[src/common/astro_settings.svh]
// Widths and download indexes are fixed by the core's host interface and must not be changed alone
`ifndef ASTRO_SETTINGS_SVH
`define ASTRO_SETTINGS_SVH

// ==============================
// Download port
// ==============================
// Index carrying the game number
`define ASTRO_DL_INDEX_GAME 1
// Index carrying the DIP switch bank
`define ASTRO_DL_INDEX_DIP 254

// ==============================
// Datapath widths and depths
// ==============================
// Sound chip level per channel
`define ASTRO_CHIP_W 6
// Speech and sample words, signed
`define ASTRO_SAMPLE_W 16
// Bytes in the DIP bank
`define ASTRO_DIP_BYTES 8
// Cabinet lamps on the latch bus
`define ASTRO_LAMP_COUNT 8
// Clocks per lamp bus step
`define ASTRO_LAMP_TICK_DIV 4

`endif

[src/common/audio_pkg.sv]
// Chip levels are unsigned with silence at zero; samples are two's complement
`include "astro_settings.svh"

package audio_pkg;

	// ==============================
	// Mixer word types
	// ==============================

	// Raw level from one sound chip channel
	typedef logic [`ASTRO_CHIP_W-1:0] chip_level_t;

	// Speech or sample word, also the output word
	typedef logic signed [`ASTRO_SAMPLE_W-1:0] sample_t;

	// One guard bit for the sum before clipping
	typedef logic signed [`ASTRO_SAMPLE_W:0] mix_t;

	// Full scale limits of the output word
	localparam sample_t SAMPLE_MAX = {1'b0, {(`ASTRO_SAMPLE_W-1){1'b1}}};
	localparam sample_t SAMPLE_MIN = {1'b1, {(`ASTRO_SAMPLE_W-1){1'b0}}};

endpackage

[src/common/game_pkg.sv]
// Only game numbers 3 to 6 are supported; every other number decodes as GAME_NONE
`include "astro_settings.svh"

package game_pkg;

	// Game numbers as sent on the download port
	typedef enum logic [7:0] {
		GAME_NONE     = 8'd0,
		GAME_SPACEZAP = 8'd3,
		GAME_GORF     = 8'd4,
		GAME_WOW      = 8'd5,
		GAME_ROBBY    = 8'd6
	} game_id_t;

	// Capability flags per game
	typedef struct packed {
		logic stereo;
		logic plus_samples;
		logic lamps;
	} game_feat_t;

	// DIP byte 0 as seen by the mixer
	typedef struct packed {
		logic [5:0] rsvd;
		logic       channel_swap;
		logic       cabinet_mode;
	} dip0_audio_t;

	// DIP byte 0 as seen by the switch matrix
	typedef struct packed {
		logic [5:0] rsvd;
		logic       p2_alt;
		logic       p1_alt;
	} dip0_input_t;

	// Same byte, meaning depends on the reader
	typedef union packed {
		dip0_audio_t snd;
		dip0_input_t joy;
	} dip0_u;

	// Byte n sits at bits 8n+7 down to 8n
	typedef logic [`ASTRO_DIP_BYTES*8-1:0] dip_bank_t;

endpackage

[src/audio/audio_mixer.sv]
// Outputs follow inputs by one clk_sys cycle; o_audio_signed tells the sink how to read them
`timescale 1ns/1ps
`include "astro_settings.svh"

module audio_mixer (
	input  logic                        clk_sys,
	input  logic                        reset,
	input  game_pkg::game_id_t          i_game,
	input  game_pkg::game_feat_t        i_feat,
	input  game_pkg::dip_bank_t         i_dip,
	input  audio_pkg::chip_level_t      i_chip_l,
	input  audio_pkg::chip_level_t      i_chip_r,
	input  audio_pkg::sample_t          i_sample_l,
	input  audio_pkg::sample_t          i_sample_r,
	input  logic                        i_speech_sel,
	output logic [`ASTRO_SAMPLE_W-1:0]  o_audio_l,
	output logic [`ASTRO_SAMPLE_W-1:0]  o_audio_r,
	output logic                        o_audio_signed
);

	// Chip level spread over 15 bits, silence stays 0
	function automatic audio_pkg::sample_t widen(input audio_pkg::chip_level_t c,
		input logic half);
		logic [15:0] w;
		w = {1'b0, c, c, c[5:3]};
		return half ? {1'b0, w[15:1]} : w;
	endfunction

	// Chip plus half sample, clipped to the signed range
	function automatic audio_pkg::sample_t mix_sat(input audio_pkg::sample_t chip,
		input audio_pkg::sample_t samp);
		audio_pkg::mix_t sum;
		sum = audio_pkg::mix_t'({1'b0, chip}) + audio_pkg::mix_t'({samp[15], samp[15], samp[15:1]});
		if (sum > audio_pkg::mix_t'(audio_pkg::SAMPLE_MAX)) begin
			return audio_pkg::SAMPLE_MAX;
		end
		if (sum < audio_pkg::mix_t'(audio_pkg::SAMPLE_MIN)) begin
			return audio_pkg::SAMPLE_MIN;
		end
		return sum[15:0];
	endfunction

	game_pkg::dip0_u    dip0;
	audio_pkg::sample_t chip_l;
	audio_pkg::sample_t chip_r;
	audio_pkg::sample_t route_l;
	audio_pkg::sample_t route_r;
	logic               gorf_cab;

	assign dip0     = i_dip[7:0];
	assign gorf_cab = (i_game == game_pkg::GAME_GORF) && dip0.snd.cabinet_mode;

	// WoW effects are loud, take them down a step
	assign chip_l = widen(i_chip_l, i_game == game_pkg::GAME_WOW);
	assign chip_r = widen(i_chip_r, i_game == game_pkg::GAME_WOW);

	// ==============================
	// Channel routing
	// ==============================
	always_comb begin
		if (gorf_cab) begin
			// One speaker per chip, left shared with speech
			route_r = chip_r;
			route_l = i_speech_sel ? i_sample_l : chip_l;
		end else if (i_feat.plus_samples) begin
			route_l = mix_sat(chip_l, i_sample_l);
			route_r = mix_sat(chip_r, i_sample_r);
		end else if (i_feat.stereo) begin
			route_l = chip_l;
			route_r = chip_r;
		end else begin
			// Single chip games are mono
			route_l = chip_l;
			route_r = chip_l;
		end
	end

	always_ff @(posedge clk_sys or posedge reset) begin
		if (reset) begin
			o_audio_l <= '0;
			o_audio_r <= '0;
		end else if (dip0.snd.channel_swap) begin
			o_audio_l <= route_r;
			o_audio_r <= route_l;
		end else begin
			o_audio_l <= route_l;
			o_audio_r <= route_r;
		end
	end

	// Chip-only output is unsigned
	assign o_audio_signed = i_feat.plus_samples;

endmodule

[src/astro_glue_top.sv]
// All logic runs on clk_sys; the core's column select and lamps must be synchronous to it
`timescale 1ns/1ps
`include "astro_settings.svh"

module astro_glue_top (
	input  logic                                  clk_sys,
	input  logic                                  reset,
	// Host download port
	input  logic                                  i_dl_wr,
	input  logic [7:0]                            i_dl_index,
	input  logic [7:0]                            i_dl_addr,
	input  logic [7:0]                            i_dl_data,
	// Switch matrix
	input  logic [7:0]                            i_col_select,
	input  logic [15:0]                           i_joy_p1,
	input  logic [15:0]                           i_joy_p2,
	input  logic                                  i_speech_busy,
	output logic [7:0]                            o_row_data,
	// Audio
	input  audio_pkg::chip_level_t                i_chip_l,
	input  audio_pkg::chip_level_t                i_chip_r,
	input  audio_pkg::sample_t                    i_sample_l,
	input  audio_pkg::sample_t                    i_sample_r,
	input  logic                                  i_speech_sel,
	output logic [`ASTRO_SAMPLE_W-1:0]            o_audio_l,
	output logic [`ASTRO_SAMPLE_W-1:0]            o_audio_r,
	output logic                                  o_audio_signed,
	// Cabinet lamps
	input  logic [`ASTRO_LAMP_COUNT-1:0]          i_lamps,
	output logic [$clog2(`ASTRO_LAMP_COUNT)-1:0]  o_lamp_addr,
	output logic                                  o_lamp_data,
	output logic                                  o_lamp_wr_n
);

	game_pkg::game_id_t   game;
	game_pkg::dip_bank_t  dip;
	game_pkg::game_feat_t feat;

	// Configuration store feeds the three consumers
	game_config u_config (.clk_sys(clk_sys), .reset(reset), .i_dl_wr(i_dl_wr),
		.i_dl_index(i_dl_index), .i_dl_addr(i_dl_addr), .i_dl_data(i_dl_data),
		.o_game(game), .o_dip(dip), .o_feat(feat));

	switch_matrix u_switch (.i_game(game), .i_dip(dip), .i_col_select(i_col_select),
		.i_joy_p1(i_joy_p1), .i_joy_p2(i_joy_p2), .i_speech_busy(i_speech_busy),
		.o_row_data(o_row_data));

	audio_mixer u_mixer (.clk_sys(clk_sys), .reset(reset), .i_game(game), .i_feat(feat),
		.i_dip(dip), .i_chip_l(i_chip_l), .i_chip_r(i_chip_r), .i_sample_l(i_sample_l),
		.i_sample_r(i_sample_r), .i_speech_sel(i_speech_sel), .o_audio_l(o_audio_l),
		.o_audio_r(o_audio_r), .o_audio_signed(o_audio_signed));

	lamp_serializer u_lamps (.clk_sys(clk_sys), .reset(reset), .i_feat(feat),
		.i_lamps(i_lamps), .o_lamp_addr(o_lamp_addr), .o_lamp_data(o_lamp_data),
		.o_lamp_wr_n(o_lamp_wr_n));

endmodule

[src/game_config.sv]
// Host writes are single strobes without back-pressure; DIP addresses of 8 and above are dropped
`timescale 1ns/1ps
`include "astro_settings.svh"

module game_config (
	input  logic                   clk_sys,
	input  logic                   reset,
	input  logic                   i_dl_wr,
	input  logic [7:0]             i_dl_index,
	input  logic [7:0]             i_dl_addr,
	input  logic [7:0]             i_dl_data,
	output game_pkg::game_id_t     o_game,
	output game_pkg::dip_bank_t    o_dip,
	output game_pkg::game_feat_t   o_feat
);

	game_pkg::game_id_t  game_q;
	game_pkg::game_id_t  game_d;
	game_pkg::dip_bank_t dip_q;
	logic                wr_game;
	logic                wr_dip;

	// Strobe decode
	assign wr_game = i_dl_wr && (i_dl_index == 8'(`ASTRO_DL_INDEX_GAME));
	assign wr_dip  = i_dl_wr && (i_dl_index == 8'(`ASTRO_DL_INDEX_DIP)) &&
		(i_dl_addr < 8'(`ASTRO_DIP_BYTES));

	// Unknown numbers fall back to no game
	always_comb begin
		case (i_dl_data)
			8'd3:    game_d = game_pkg::GAME_SPACEZAP;
			8'd4:    game_d = game_pkg::GAME_GORF;
			8'd5:    game_d = game_pkg::GAME_WOW;
			8'd6:    game_d = game_pkg::GAME_ROBBY;
			default: game_d = game_pkg::GAME_NONE;
		endcase
	end

	// ==============================
	// Configuration store
	// ==============================
	always_ff @(posedge clk_sys or posedge reset) begin
		if (reset) begin
			game_q <= game_pkg::GAME_NONE;
			dip_q  <= '0;
		end else begin
			if (wr_game) begin
				game_q <= game_d;
			end
			// One byte lane per strobe
			if (wr_dip) begin
				dip_q[i_dl_addr[2:0]*8 +: 8] <= i_dl_data;
			end
		end
	end

	// Flags follow the stored game, no extra delay
	always_comb begin
		o_feat = '0;
		case (game_q)
			game_pkg::GAME_GORF: begin
				o_feat.stereo       = 1'b1;
				o_feat.plus_samples = 1'b1;
				o_feat.lamps        = 1'b1;
			end
			game_pkg::GAME_WOW: begin
				o_feat.stereo       = 1'b1;
				o_feat.plus_samples = 1'b1;
			end
			// Two chips and the ranking lamps, no speech
			game_pkg::GAME_ROBBY: begin
				o_feat.stereo = 1'b1;
				o_feat.lamps  = 1'b1;
			end
			default: o_feat = '0;
		endcase
	end

	assign o_game = game_q;
	assign o_dip  = dip_q;

endmodule

[src/lamp_serializer.sv]
// Lamp changes between steps are merged; only the latest value per lamp reaches the latch
`timescale 1ns/1ps
`include "astro_settings.svh"

module lamp_serializer (
	input  logic                                  clk_sys,
	input  logic                                  reset,
	input  game_pkg::game_feat_t                  i_feat,
	input  logic [`ASTRO_LAMP_COUNT-1:0]          i_lamps,
	output logic [$clog2(`ASTRO_LAMP_COUNT)-1:0]  o_lamp_addr,
	output logic                                  o_lamp_data,
	output logic                                  o_lamp_wr_n
);

	localparam int LAMPS = `ASTRO_LAMP_COUNT;
	localparam int DIV   = `ASTRO_LAMP_TICK_DIV;
	localparam int AW    = $clog2(LAMPS);

	// Lowest changed lamp wins
	function automatic logic [AW-1:0] lowest_set(input logic [LAMPS-1:0] bits);
		logic [AW-1:0] idx;
		idx = '0;
		for (int i = LAMPS - 1; i >= 0; i--) begin
			if (bits[i]) begin
				idx = AW'(i);
			end
		end
		return idx;
	endfunction

	logic [$clog2(DIV)-1:0] div_q;
	logic [LAMPS-1:0]       shadow_q;
	logic [LAMPS-1:0]       diff;
	logic [AW-1:0]          next_idx;
	logic                   tick;
	logic                   step;
	logic                   send;

	// ==============================
	// Step timing
	// ==============================
	assign tick = (div_q == ($clog2(DIV))'(DIV - 1));
	assign step = tick && i_feat.lamps;

	assign diff     = shadow_q ^ i_lamps;
	assign next_idx = lowest_set(diff);
	assign send     = step && o_lamp_wr_n && (|diff);

	always_ff @(posedge clk_sys or posedge reset) begin
		if (reset) begin
			div_q       <= '0;
			shadow_q    <= '1;
			o_lamp_wr_n <= 1'b1;
		end else begin
			div_q <= tick ? '0 : div_q + 1'b1;
			// Write low for a single step
			if (step && !o_lamp_wr_n) begin
				o_lamp_wr_n <= 1'b1;
			end else if (send) begin
				shadow_q[next_idx] <= i_lamps[next_idx];
				o_lamp_wr_n        <= 1'b0;
			end
		end
	end

	// Address and data hold through the low phase
	always_ff @(posedge clk_sys) begin
		if (send) begin
			o_lamp_addr <= next_idx;
			o_lamp_data <= i_lamps[next_idx];
		end
	end

endmodule

[src/switch_matrix.sv]
// Purely combinational; joystick bits are active high in and rows are active low out
`timescale 1ns/1ps

module switch_matrix (
	input  game_pkg::game_id_t  i_game,
	input  game_pkg::dip_bank_t i_dip,
	input  logic [7:0]          i_col_select,
	input  logic [15:0]         i_joy_p1,
	input  logic [15:0]         i_joy_p2,
	input  logic                i_speech_busy,
	output logic [7:0]          o_row_data
);

	game_pkg::dip0_u dip0;
	logic [7:0]      dip2;
	logic [7:0]      dip3;
	logic [7:0]      col1;
	logic [7:0]      col2;
	logic [7:0]      col4;
	logic [4:0]      p1_stick;
	logic [4:0]      p2_stick;
	logic            p1_fire_b;
	logic            p2_fire_b;
	logic            coin1;
	logic            coin2;
	logic            start1;
	logic            start2;

	assign dip0 = i_dip[7:0];
	assign dip2 = i_dip[23:16];
	assign dip3 = i_dip[31:24];

	// Fire, right, left, down, up, already inverted
	assign p1_stick = ~i_joy_p1[4:0];
	assign p2_stick = ~i_joy_p2[4:0];

	// Both starts and both coins sit on pad 1
	assign start1 = i_joy_p1[6];
	assign start2 = i_joy_p1[7];
	assign coin1  = i_joy_p1[8];
	assign coin2  = i_joy_p1[9];

	// WoW move button, polarity set per player by DIP 0
	assign p1_fire_b = dip0.joy.p1_alt ? i_joy_p1[5] : ~i_joy_p1[5];
	assign p2_fire_b = dip0.joy.p2_alt ? i_joy_p2[5] : ~i_joy_p2[5];

	// ==============================
	// Per-game row layouts
	// ==============================
	always_comb begin
		col1 = 8'hFF;
		col2 = 8'hFF;
		col4 = 8'hFF;
		case (i_game)
			game_pkg::GAME_SPACEZAP: begin
				col1 = {2'b11, ~start2, ~start1, dip2[1], 1'b1, ~coin1, 1'b1};
				col2 = {3'b111, p2_stick};
				col4 = {2'b11, dip2[0], p1_stick};
			end
			game_pkg::GAME_GORF: begin
				// Slam switch held open, test switch from DIP 2
				col1 = {dip2[2], dip2[0], ~start2, ~start1, 1'b1, dip2[1], ~coin2, ~coin1};
				col2 = {3'b001, p2_stick};
				col4 = {i_speech_busy, 2'b01, p1_stick};
			end
			game_pkg::GAME_WOW: begin
				col1 = {dip2[2], ~start2, ~start1, 1'b1, dip2[1], 1'b1, ~coin1, 1'b1};
				col2 = {2'b11, p2_stick[4], p2_fire_b, p2_stick[3:0]};
				col4 = {i_speech_busy, 1'b1, p1_stick[4], p1_fire_b, p1_stick[3:0]};
			end
			game_pkg::GAME_ROBBY: begin
				col1 = {1'b0, ~start2, ~start1, 1'b1, dip2[1], 1'b1, ~coin1, 1'b1};
				col2 = {2'b11, p2_stick[4], 1'b1, p2_stick[3:0]};
				col4 = {2'b11, p1_stick[4], 1'b1, p1_stick[3:0]};
			end
			default: begin
				col1 = 8'hFF;
				col2 = 8'hFF;
				col4 = 8'hFF;
			end
		endcase
	end

	// Column select from the core, one-hot
	always_comb begin
		case (i_col_select)
			8'h01:   o_row_data = col1;
			8'h02:   o_row_data = col2;
			8'h04:   o_row_data = col4;
			8'h08:   o_row_data = (i_game == game_pkg::GAME_NONE) ? 8'hFF : dip3;
			default: o_row_data = 8'hFF;
		endcase
	end

endmodule

[config.mk]
export PLATFORM = sky130hd
export DESIGN_NAME = astro_glue_top
export DESIGN_NICKNAME = d
export VERILOG_FILES = /design/src/common/audio_pkg.sv /design/src/common/game_pkg.sv /design/src/audio/audio_mixer.sv /design/src/astro_glue_top.sv /design/src/game_config.sv /design/src/lamp_serializer.sv /design/src/switch_matrix.sv
export VERILOG_INCLUDE_DIRS = /design/src /design/src/common
export SDC_FILE = /design/constraint.sdc
export NUM_CORES = 1
export LEC_CHECK = 0
export BUFFER_PORTS_ARGS = -buffer_cell sky130_fd_sc_hd__buf_2
export CORE_AREA = 10 10 120 122
export DETAILED_ROUTE_END_ITERATION = 7
export DIE_AREA = 0 0 130 132
export PLACE_DENSITY = 0.76
export SYNTH_ARGS = -nofsm -noshare
export SYNTH_HDL_FRONTEND = slang
export SYNTH_SLANG_ARGS = --single-unit
[constraint.sdc]
create_clock -name clk_sys -period 7.3 [get_ports clk_sys]
set_input_delay 1.095 -clock clk_sys [delete_from_list [all_inputs] [get_ports clk_sys]]
set_output_delay 1.095 -clock clk_sys [all_outputs]
set_load 0.01 [all_outputs]
Yosys cells after proc, flatten, opt, wreduce, memory -nomap -nowiden
Cells that the tools add are included.
{ "word_totals": {"regBits": 119, "in_bits": 121, "out_inout_bits": 46, "elab_cells": 124} }
{ "classes": {"add_sub_neg": 4, "magnitude_cmp": 7, "n_eq_ne": 15, "shifts": 2, "n_mux": 60, "n_bitwise": 10, "reduce_logical": 17} }
{ "ops": {"columns": ["cell", "count"], "rows": [
  ["2-to-1 mux 16 bit", 16],
  ["one-hot mux 8 bit (4 select lines)", 4],
  ["bitwise mux 64 bit", 1],
  ["variable shift 8 x 34 -> 64 bit, first input constant", 1],
  ["indexed part select 8 x 34 -> 64 bit", 1],
  ["== test 8 x 3 -> 1 bit, second input constant", 7],
  ["adder 16 x 15 -> 17 bit", 2],
  ["greater-than comparator 17 x 16 -> 1 bit, second input constant", 2],
  ["less-than comparator 17 x 16 -> 1 bit, second input constant", 2],
  ["negation 6 -> 34 bit", 1],
  ["2-to-1 mux 15 bit", 2],
  ["== test 8 x 2 -> 1 bit, second input constant", 3],
  ["2-to-1 mux 3 bit", 8],
  ["2-to-1 mux 1 bit", 23],
  ["== test 8 x 1 -> 1 bit, second input constant", 2],
  ["one-hot mux 3 bit (4 select lines)", 1],
  ["inverter 5 bit", 2],
  ["logical AND 1 bit", 9],
  ["bitwise mux 8 bit", 1],
  ["== test 8 x 4 -> 1 bit, second input constant", 1],
  ["== test 8 bit, second input constant", 1],
  ["zero test 8 bit", 1],
  ["less-than comparator 8 x 4 -> 1 bit, second input constant", 1],
  ["2-to-1 mux 8 bit", 1],
  ["15 further kinds", 22]
]} }

Depth between registers and ports, before layout
{ "logic_depth": {"ltp_word": 15, "depth_mapped": 20, "ltp_nobuf": 15} }

Cells and area by module
From an unflattened synthesis, not the netlist that was laid out.
{ "unflattened": {"cells_unflattened": 947, "hier_area_um2": 8620.8} }
{ "by_module_without_submodules": {"columns": ["module", "n_inst", "cells_each", "area_per_inst_um2", "seq_area_each_um2"], "rows": [
  ["audio_mixer", 1, 466, 3758.6, 800.8],
  ["game_config", 1, 279, 3224.3, 1676.6],
  ["lamp_serializer", 1, 87, 885.8, 406.6],
  ["switch_matrix", 1, 115, 752.0, 0.0]
]} }

Worst setup path after synthesis
Ideal clock, no wire load.
{ "synth_path": {"path_type": "reg-to-reg", "from": "register u_config.game_q[1] (netlist: u_config.o_game[1])", "to": "register u_mixer.o_audio_l[4]", "setup_ns": 0.125, "arrival_time_ns": 4.428, "t_required_ns": 7.175, "setup_slack_ns": 2.747, "path_stages_with_launch": 20, "path_buffers": 5, "period_less_slack_ns": 4.553, "path_cell_list": "dfrtp_1 > nand2b_1 > clkbuf_1 > inv_1 > nand2_1 > buf_1 > mux2_2 > ha_1 > inv_1 > o22ai_2 > a31oi_1 > o311a_1 > a21o_1 > buf_6 > or2_1 > buf_6 > o211a_1 > buf_6 > a221o_1 > mux2_2"} }
{ "synth_between": {"word_cells_on_any_way": 43, "cone_classes": "add/sub (2); order compare (4); eq/ne (3); mux (31); reduce/logical (3)"} }
{ "synth_rtl": {"columns": ["item", "line_no", "text"], "rows": [
  ["from (decl)", "game_config.sv:17", "game_pkg::game_id_t game_q;"],
  ["from (signal assigned)", "game_config.sv:44", "game_q <= game_pkg::GAME_NONE;"],
  ["from (signal assigned)", "game_config.sv:48", "game_q <= game_d;"],
  ["== test 8 x 3 -> 1 bit", "game_config.sv:60", "case (game_q)"],
  ["OR reduction 2 bit (no line) *", null, null],
  ["2-to-1 mux 1 bit *", "game_config.sv:60", null],
  ["named net o_audio_signed", "astro_glue_top.sv:27", "output logic o_audio_signed,"],
  ["2-to-1 mux 16 bit", "audio_mixer.sv:65", "end else if (i_feat.plus_samples) begin"],
  ["2-to-1 mux 16 bit", "audio_mixer.sv:61", "if (gorf_cab) begin"],
  ["2-to-1 mux 16 bit *", "audio_mixer.sv:82", "end else if (dip0.snd.channel_swap) begin"],
  ["to (signal assigned)", "audio_mixer.sv:83", "o_audio_l <= route_r;"],
  ["to (signal assigned)", "audio_mixer.sv:86", "o_audio_l <= route_l;"],
  ["to (decl)", "audio_mixer.sv:16", "output logic [`ASTRO_SAMPLE_W-1:0] o_audio_l,"]
]} }
Mark *: on every way through the listed nets, which the timed path passes. The rest lies on a longest branch. The select of a mux whose other input is x is not followed.
A chain may end at the register's enable or synchronous reset.

Worst setup path after layout
{ "layout_path": {"from": "register u_config.game_q[1] (netlist: u_config.o_game[1])", "to": "register u_mixer.o_audio_r[12]"} }
{ "layout_between": {"elab_chain_len": 13, "word_cells_on_any_way": 43, "cone_classes": "add/sub (2); order compare (4); eq/ne (3); mux (31); reduce/logical (3)"} }
{ "layout_rtl": {"columns": ["item", "line_no", "text"], "rows": [
  ["== test 8 x 3 -> 1 bit", "audio_mixer.sv:54, audio_mixer.sv:55, game_config.sv:60", null],
  ["2-to-1 mux 15 bit", "audio_mixer.sv:26", "return half ? {1'b0, w[15:1]} : w;"],
  ["adder 16 x 15 -> 17 bit", "audio_mixer.sv:33", "sum = audio_pkg::mix_t'({1'b0, chip}) + audio_pkg::mix_t'({samp[15], samp[15], samp[15:1]});"],
  ["less-than comparator 17 x 16 -> 1 bit", "audio_mixer.sv:37", "if (sum < audio_pkg::mix_t'(audio_pkg::SAMPLE_MIN)) begin"],
  ["2-to-1 mux 1 bit (2 in a row)", "audio_mixer.sv:37", null],
  ["2-to-1 mux 1 bit", "audio_mixer.sv:65", null],
  ["2-to-1 mux 1 bit", "audio_mixer.sv:61", null],
  ["2-to-1 mux 16 bit", "audio_mixer.sv:40", "return sum[15:0];"],
  ["2-to-1 mux 16 bit", "audio_mixer.sv:37", null],
  ["2-to-1 mux 16 bit", "audio_mixer.sv:65", null],
  ["2-to-1 mux 16 bit", "audio_mixer.sv:61", null],
  ["2-to-1 mux 16 bit *", "audio_mixer.sv:82", null],
  ["to (signal assigned)", "audio_mixer.sv:84", "o_audio_r <= route_l;"],
  ["to (signal assigned)", "audio_mixer.sv:87", "o_audio_r <= route_r;"],
  ["to (decl)", "audio_mixer.sv:17", "output logic [`ASTRO_SAMPLE_W-1:0] o_audio_r,"]
]} }
Every way passes the cells marked *; elsewhere a longest branch is shown, timed or not. The select of a mux whose other input is x is not followed.

==> summary.txt <==
Clock network
  – Setup Fix Bufs, Post-CTS: 0
  – Clock Tree Root: clkbuf_16
  – Clock Path Buffers: 2
  – CTS Buf Count: 9
  – CTS clk-pin slew, worst paths: 60 ps
  – Worst skew pair latency: 330 ps
  – CTS tree: yes
  – Post-CTS Resized: 0
  – Clock Sinks: 63
  – CTS Hold Buffers Added: 0
  – H-tree Lvls: 3

Layout
  – Area Overhead vs Synth: 19.9%
  – Filler Cells Inserted: 1,063
  – Antenna Cells: 0
  – # nets final: 1,001
  – Fraction of layout cells with a size suffix above 1: 26.2%

Floorplan
  – Initial Util: 49.2%
  – I/O Pins: 167
  – Floorplan core area: 11,900 sq um
  – Die Span X: 130 microns
  – Die Height: 132 microns
  – Area of the die: 17,200 sq um
  – Rows: 40

Critical path
  – CP required: 7470 ps
  – CP endpoint kind: flip-flop
  – Worst path buffer plus inverter count: 1
  – Setup CP Type: reg2reg
  – Crit path DAT: 6240 ps
  – Critical path launch point type: flip-flop
  – Worst path max stage delay: 660 ps
  – Reg-to-reg setup timing slack: 1230 ps
  – Critical-path cell list: nand2b_1, inv_1, nand2_1, mux2_2, ha_1, fa_1, a21oi_1, o22ai_2, a31oi_1, o311a_1, a21o_1, or2_1, o21ai_1, a311oi_1, mux2i_1
  – R2R Path Start: u_config.o_game[1]
  – Max Fanout on Critical Path: 19
  – Critical path's slowest cell: nand2b_1
  – Largest delay share family, worst path: compound AO/OA/AOI/OAI gates
  – FF-to-FF path depth: 15
  – Reg2reg end: u_mixer.o_audio_r[12]

Timing
  – Final Hold Fails: 0
  – Post-layout minimum cycle time: 6070 ps
  – Final Max Tran Viols: 0
  – Peak Freq: 165 MHz
  – Fin crit share: 83.1%
  – Slew @ Worst Pin: 1040 ps
  – Setup TNS: 0 ps
  – Hold_ws: 428 ps
  – Unrepaired setup endpoints after global routing: no
  – Clk_skew: 7.15 ps
  – Relative slew slack: 30.7%
  – Setup violators final: 0

Synth
  – Async SR Flop Fraction: 93.7%
  – Syn Nets: 865
  – Ys flop type: dfrtp_1
  – Top cell type by total area after synthesis: dfrtp_1
  – Synth area leaders: dfrtp_1 (21%), ha_1 (7.5%), a21oi_1 (6.4%)
  – Post-Syn Area: 5860 sq um
  – Synth Area per Inst: 8.29 sq um
  – Synth Instances: 707
  – Yosys top cell area share: 21.4%
  – Number of synthesized register bits: 63
  – Seq/Total Area, Yosys: 27.4%
  – Ys Warns: 0
  – Cell variety after synth: 71
  – Post-synth EDFFs: 4

Detailed routing
  – Avg WL per Cell: 19.4 microns
  – Drc violations: 0
  – Vias: 6,111
  – Drt total wl: 19.3 mm
  – DR vias/cell: 6.14
  – Total iterations of the first detailed-routing run: 5
  – Routed Antenna Nets: 0
  – Starting DRC count in detailed routing: 743

Global routing
  – Layer with the highest usage: met2
  – Largest net degree at the start of global routing: 60
  – GR met1 Demand/Resource: 29.0%
  – GRT Util Overall: 21.6%
  – GRT overflow: 0
  – First-pass GRT wire length: 29.8 mm
  – Initial antenna violation count: 0
  – Global Route met3 Usage: 5.39%
  – Vias in the first global route: 5,712
  – Grt met2 use: 32.7%

Worst hold path
  – Worst Hold Path EP: u_lamps.div_q[0]
  – Hold Path Stages: 1
  – Hold WC Path Type: reg2reg
  – Min-delay src: u_lamps.div_q[0]

Run
  – Max-capacitance violation count: 0

Placed design
  – Detailed placement HPWL: 15.5 mm
  – Routability cong.: 0.981
  – Port Buffer Count: 149

Pwr
  – PwrDens: 164 nW/um^2
  – Leak Pwr: 3.31 nW
  – Peak VDD IR: 0.000101 V

Outcome
  – Status: finished, final reports clean
-- placed cells by master (no fill, tap or decap), drive strengths merged, types with 4 or more instances in the layout --
master and instances:
o221ai 4, dfstp 9, inv 31, dfrtp 50
nand2 70, mux2 33, and2 7, o21ai 56
a31oi 8, a221o 5, clkbuf 10, o21bai 9
mux2i 19, o211ai 11, or2 4, a21o 15
xor2 14, and3 8, o22ai 4, nor3 19
edfxtp 4, nand4b 6, buf 151, nand4 6
and4 5, nor2 44, a211oi 9, xnor2 26
a21oi 77, nand2b 6, nand3 24, or4 4
o311a 4, ha 35, o21a 5
-- metal layers --
metal / vias to the layer above / share of wire (%) / routed length, microns
li1: 2913 / - / -
met1: 2888 / 44 / 8440
met2: 277 / 45 / 8640
met3: 33 / 9.4 / 1810
met4: 0 / 2.4 / 465
met5: - / 0 / 0
-- flip-flops by register name, indices dropped and copies added (netlist names) --
register and count:
u_mixer.o_audio_l 16, u_mixer.o_audio_r 16, u_config.o_dip 13, u_lamps.shadow_q 8, u_config.o_game 3, u_lamps.o_lamp_addr 3
u_lamps.div_q 2, u_lamps.o_lamp_data 1, u_lamps.o_lamp_wr_n 1
-- worst max-delay path by stage --
stage | startpoint | endpoint | slack (ps) | cells past startpoint
floorplan | u_config.o_game[1] | u_mixer.o_audio_l[4] | 2750 | 19
global placement | u_config.o_game[1] | u_mixer.o_audio_r[12] | 1400 | 15
detailed placement | u_config.o_game[1] | u_mixer.o_audio_r[12] | 1340 | 15
CTS | u_config.o_game[1] | u_mixer.o_audio_r[12] | 1330 | 15
global route | u_config.o_game[2] | u_mixer.o_audio_l[5] | 890 | 15
finish | u_config.o_game[1] | u_mixer.o_audio_r[12] | 1230 | 15
-- logic make-up (layout without fill, tap and decap cells) --
logic type	count (synthesis)	count (layout)	share of synthesized area, %
AO/OA/AOI/OAI	242	242	26.6
adder cells (fa/ha/maj)	37	37	8.16
flip-flops	63	63	27.4
multiplexers	52	52	9.59
XOR/XNOR	40	40	5.98
AND/OR/NAND/NOR	216	216	18.2
buffers and inverters	57	198	4.04
-- metrics by stage --
stage	instance area (sq um)	setup WS [ps]	utilization, %	cells	power [mW]
global placement	6680	1400	56.1	979	0.666
detailed placement	6680	1340	56.1	979	0.667
CTS	7020	1330	59.0	995	1.15
global route	7020	889	59.0	995	1.20
floorplan	5860	2750	-	707	0.566
finish	7020	1230	59.0	995	1.15
-- Yosys cell counts, types with 3 or more instances --
cell,count
a21oi_1,75
nand2_1,70
o21ai_0,53
dfrtp_1,50
nor2_1,44
ha_1,35
mux2_2,33
inv_1,30
xnor2_1,26
nand3_1,24
clkbuf_1,21
mux2i_1,19
nor3_1,19
a21o_1,15
xor2_1,14
o211ai_1,11
a211oi_1,9
dfstp_2,9
o21bai_1,9
a31oi_1,8
and3_1,8
and2_1,7
nand2b_1,6
nand4_1,6
nand4b_1,6
a221o_1,5
and4_1,5
o21a_1,5
edfxtp_1,4
o221ai_1,4
o311a_1,4
or4_1,4
a211o_1,3
a21boi_0,3
a221oi_1,3
buf_6,3
o21ai_1,3
o22ai_1,3
o31ai_1,3
or2_2,3
-- worst register-to-register path, cell delays in order, from the launching register on --
cell and delay, ps:
dfrtp_1 620, nand2b_1 670, inv_1 340, nand2_1 580, mux2_2 450, ha_1 220
fa_1 420, a21oi_1 260, o22ai_2 150, a31oi_1 330, o311a_1 250, a21o_1 330
or2_1 310, o21ai_1 210, a311oi_1 610, mux2i_1 170
-- layout make-up --
| cell class | count | area [sq um] | area share [%] |
|---|---|---|---|
| Tap cell | 147 | 184 | 2.62 |
| Clock buffer | 10 | 250 | 3.56 |
| Inverter | 31 | 116 | 1.66 |
| Clock inverter | 6 | 90.1 | 1.28 |
| Multi-Input combinational cell | 587 | 4020 | 57.2 |
| Sequential cell | 63 | 1610 | 22.9 |
| Timing Repair Buffer | 151 | 761 | 10.8 |
-- power by group --
| group | internal, mW | switching (mW) | total (mW) |
|---|---|---|---|
| registers | 0.362 | 0.00401 | 0.366 |
| logic | 0.122 | 0.181 | 0.303 |
| clock network | 0.320 | 0.161 | 0.482 |
| total | 0.804 | 0.347 | 1.15 |
(Power assumes the default switching activity.)
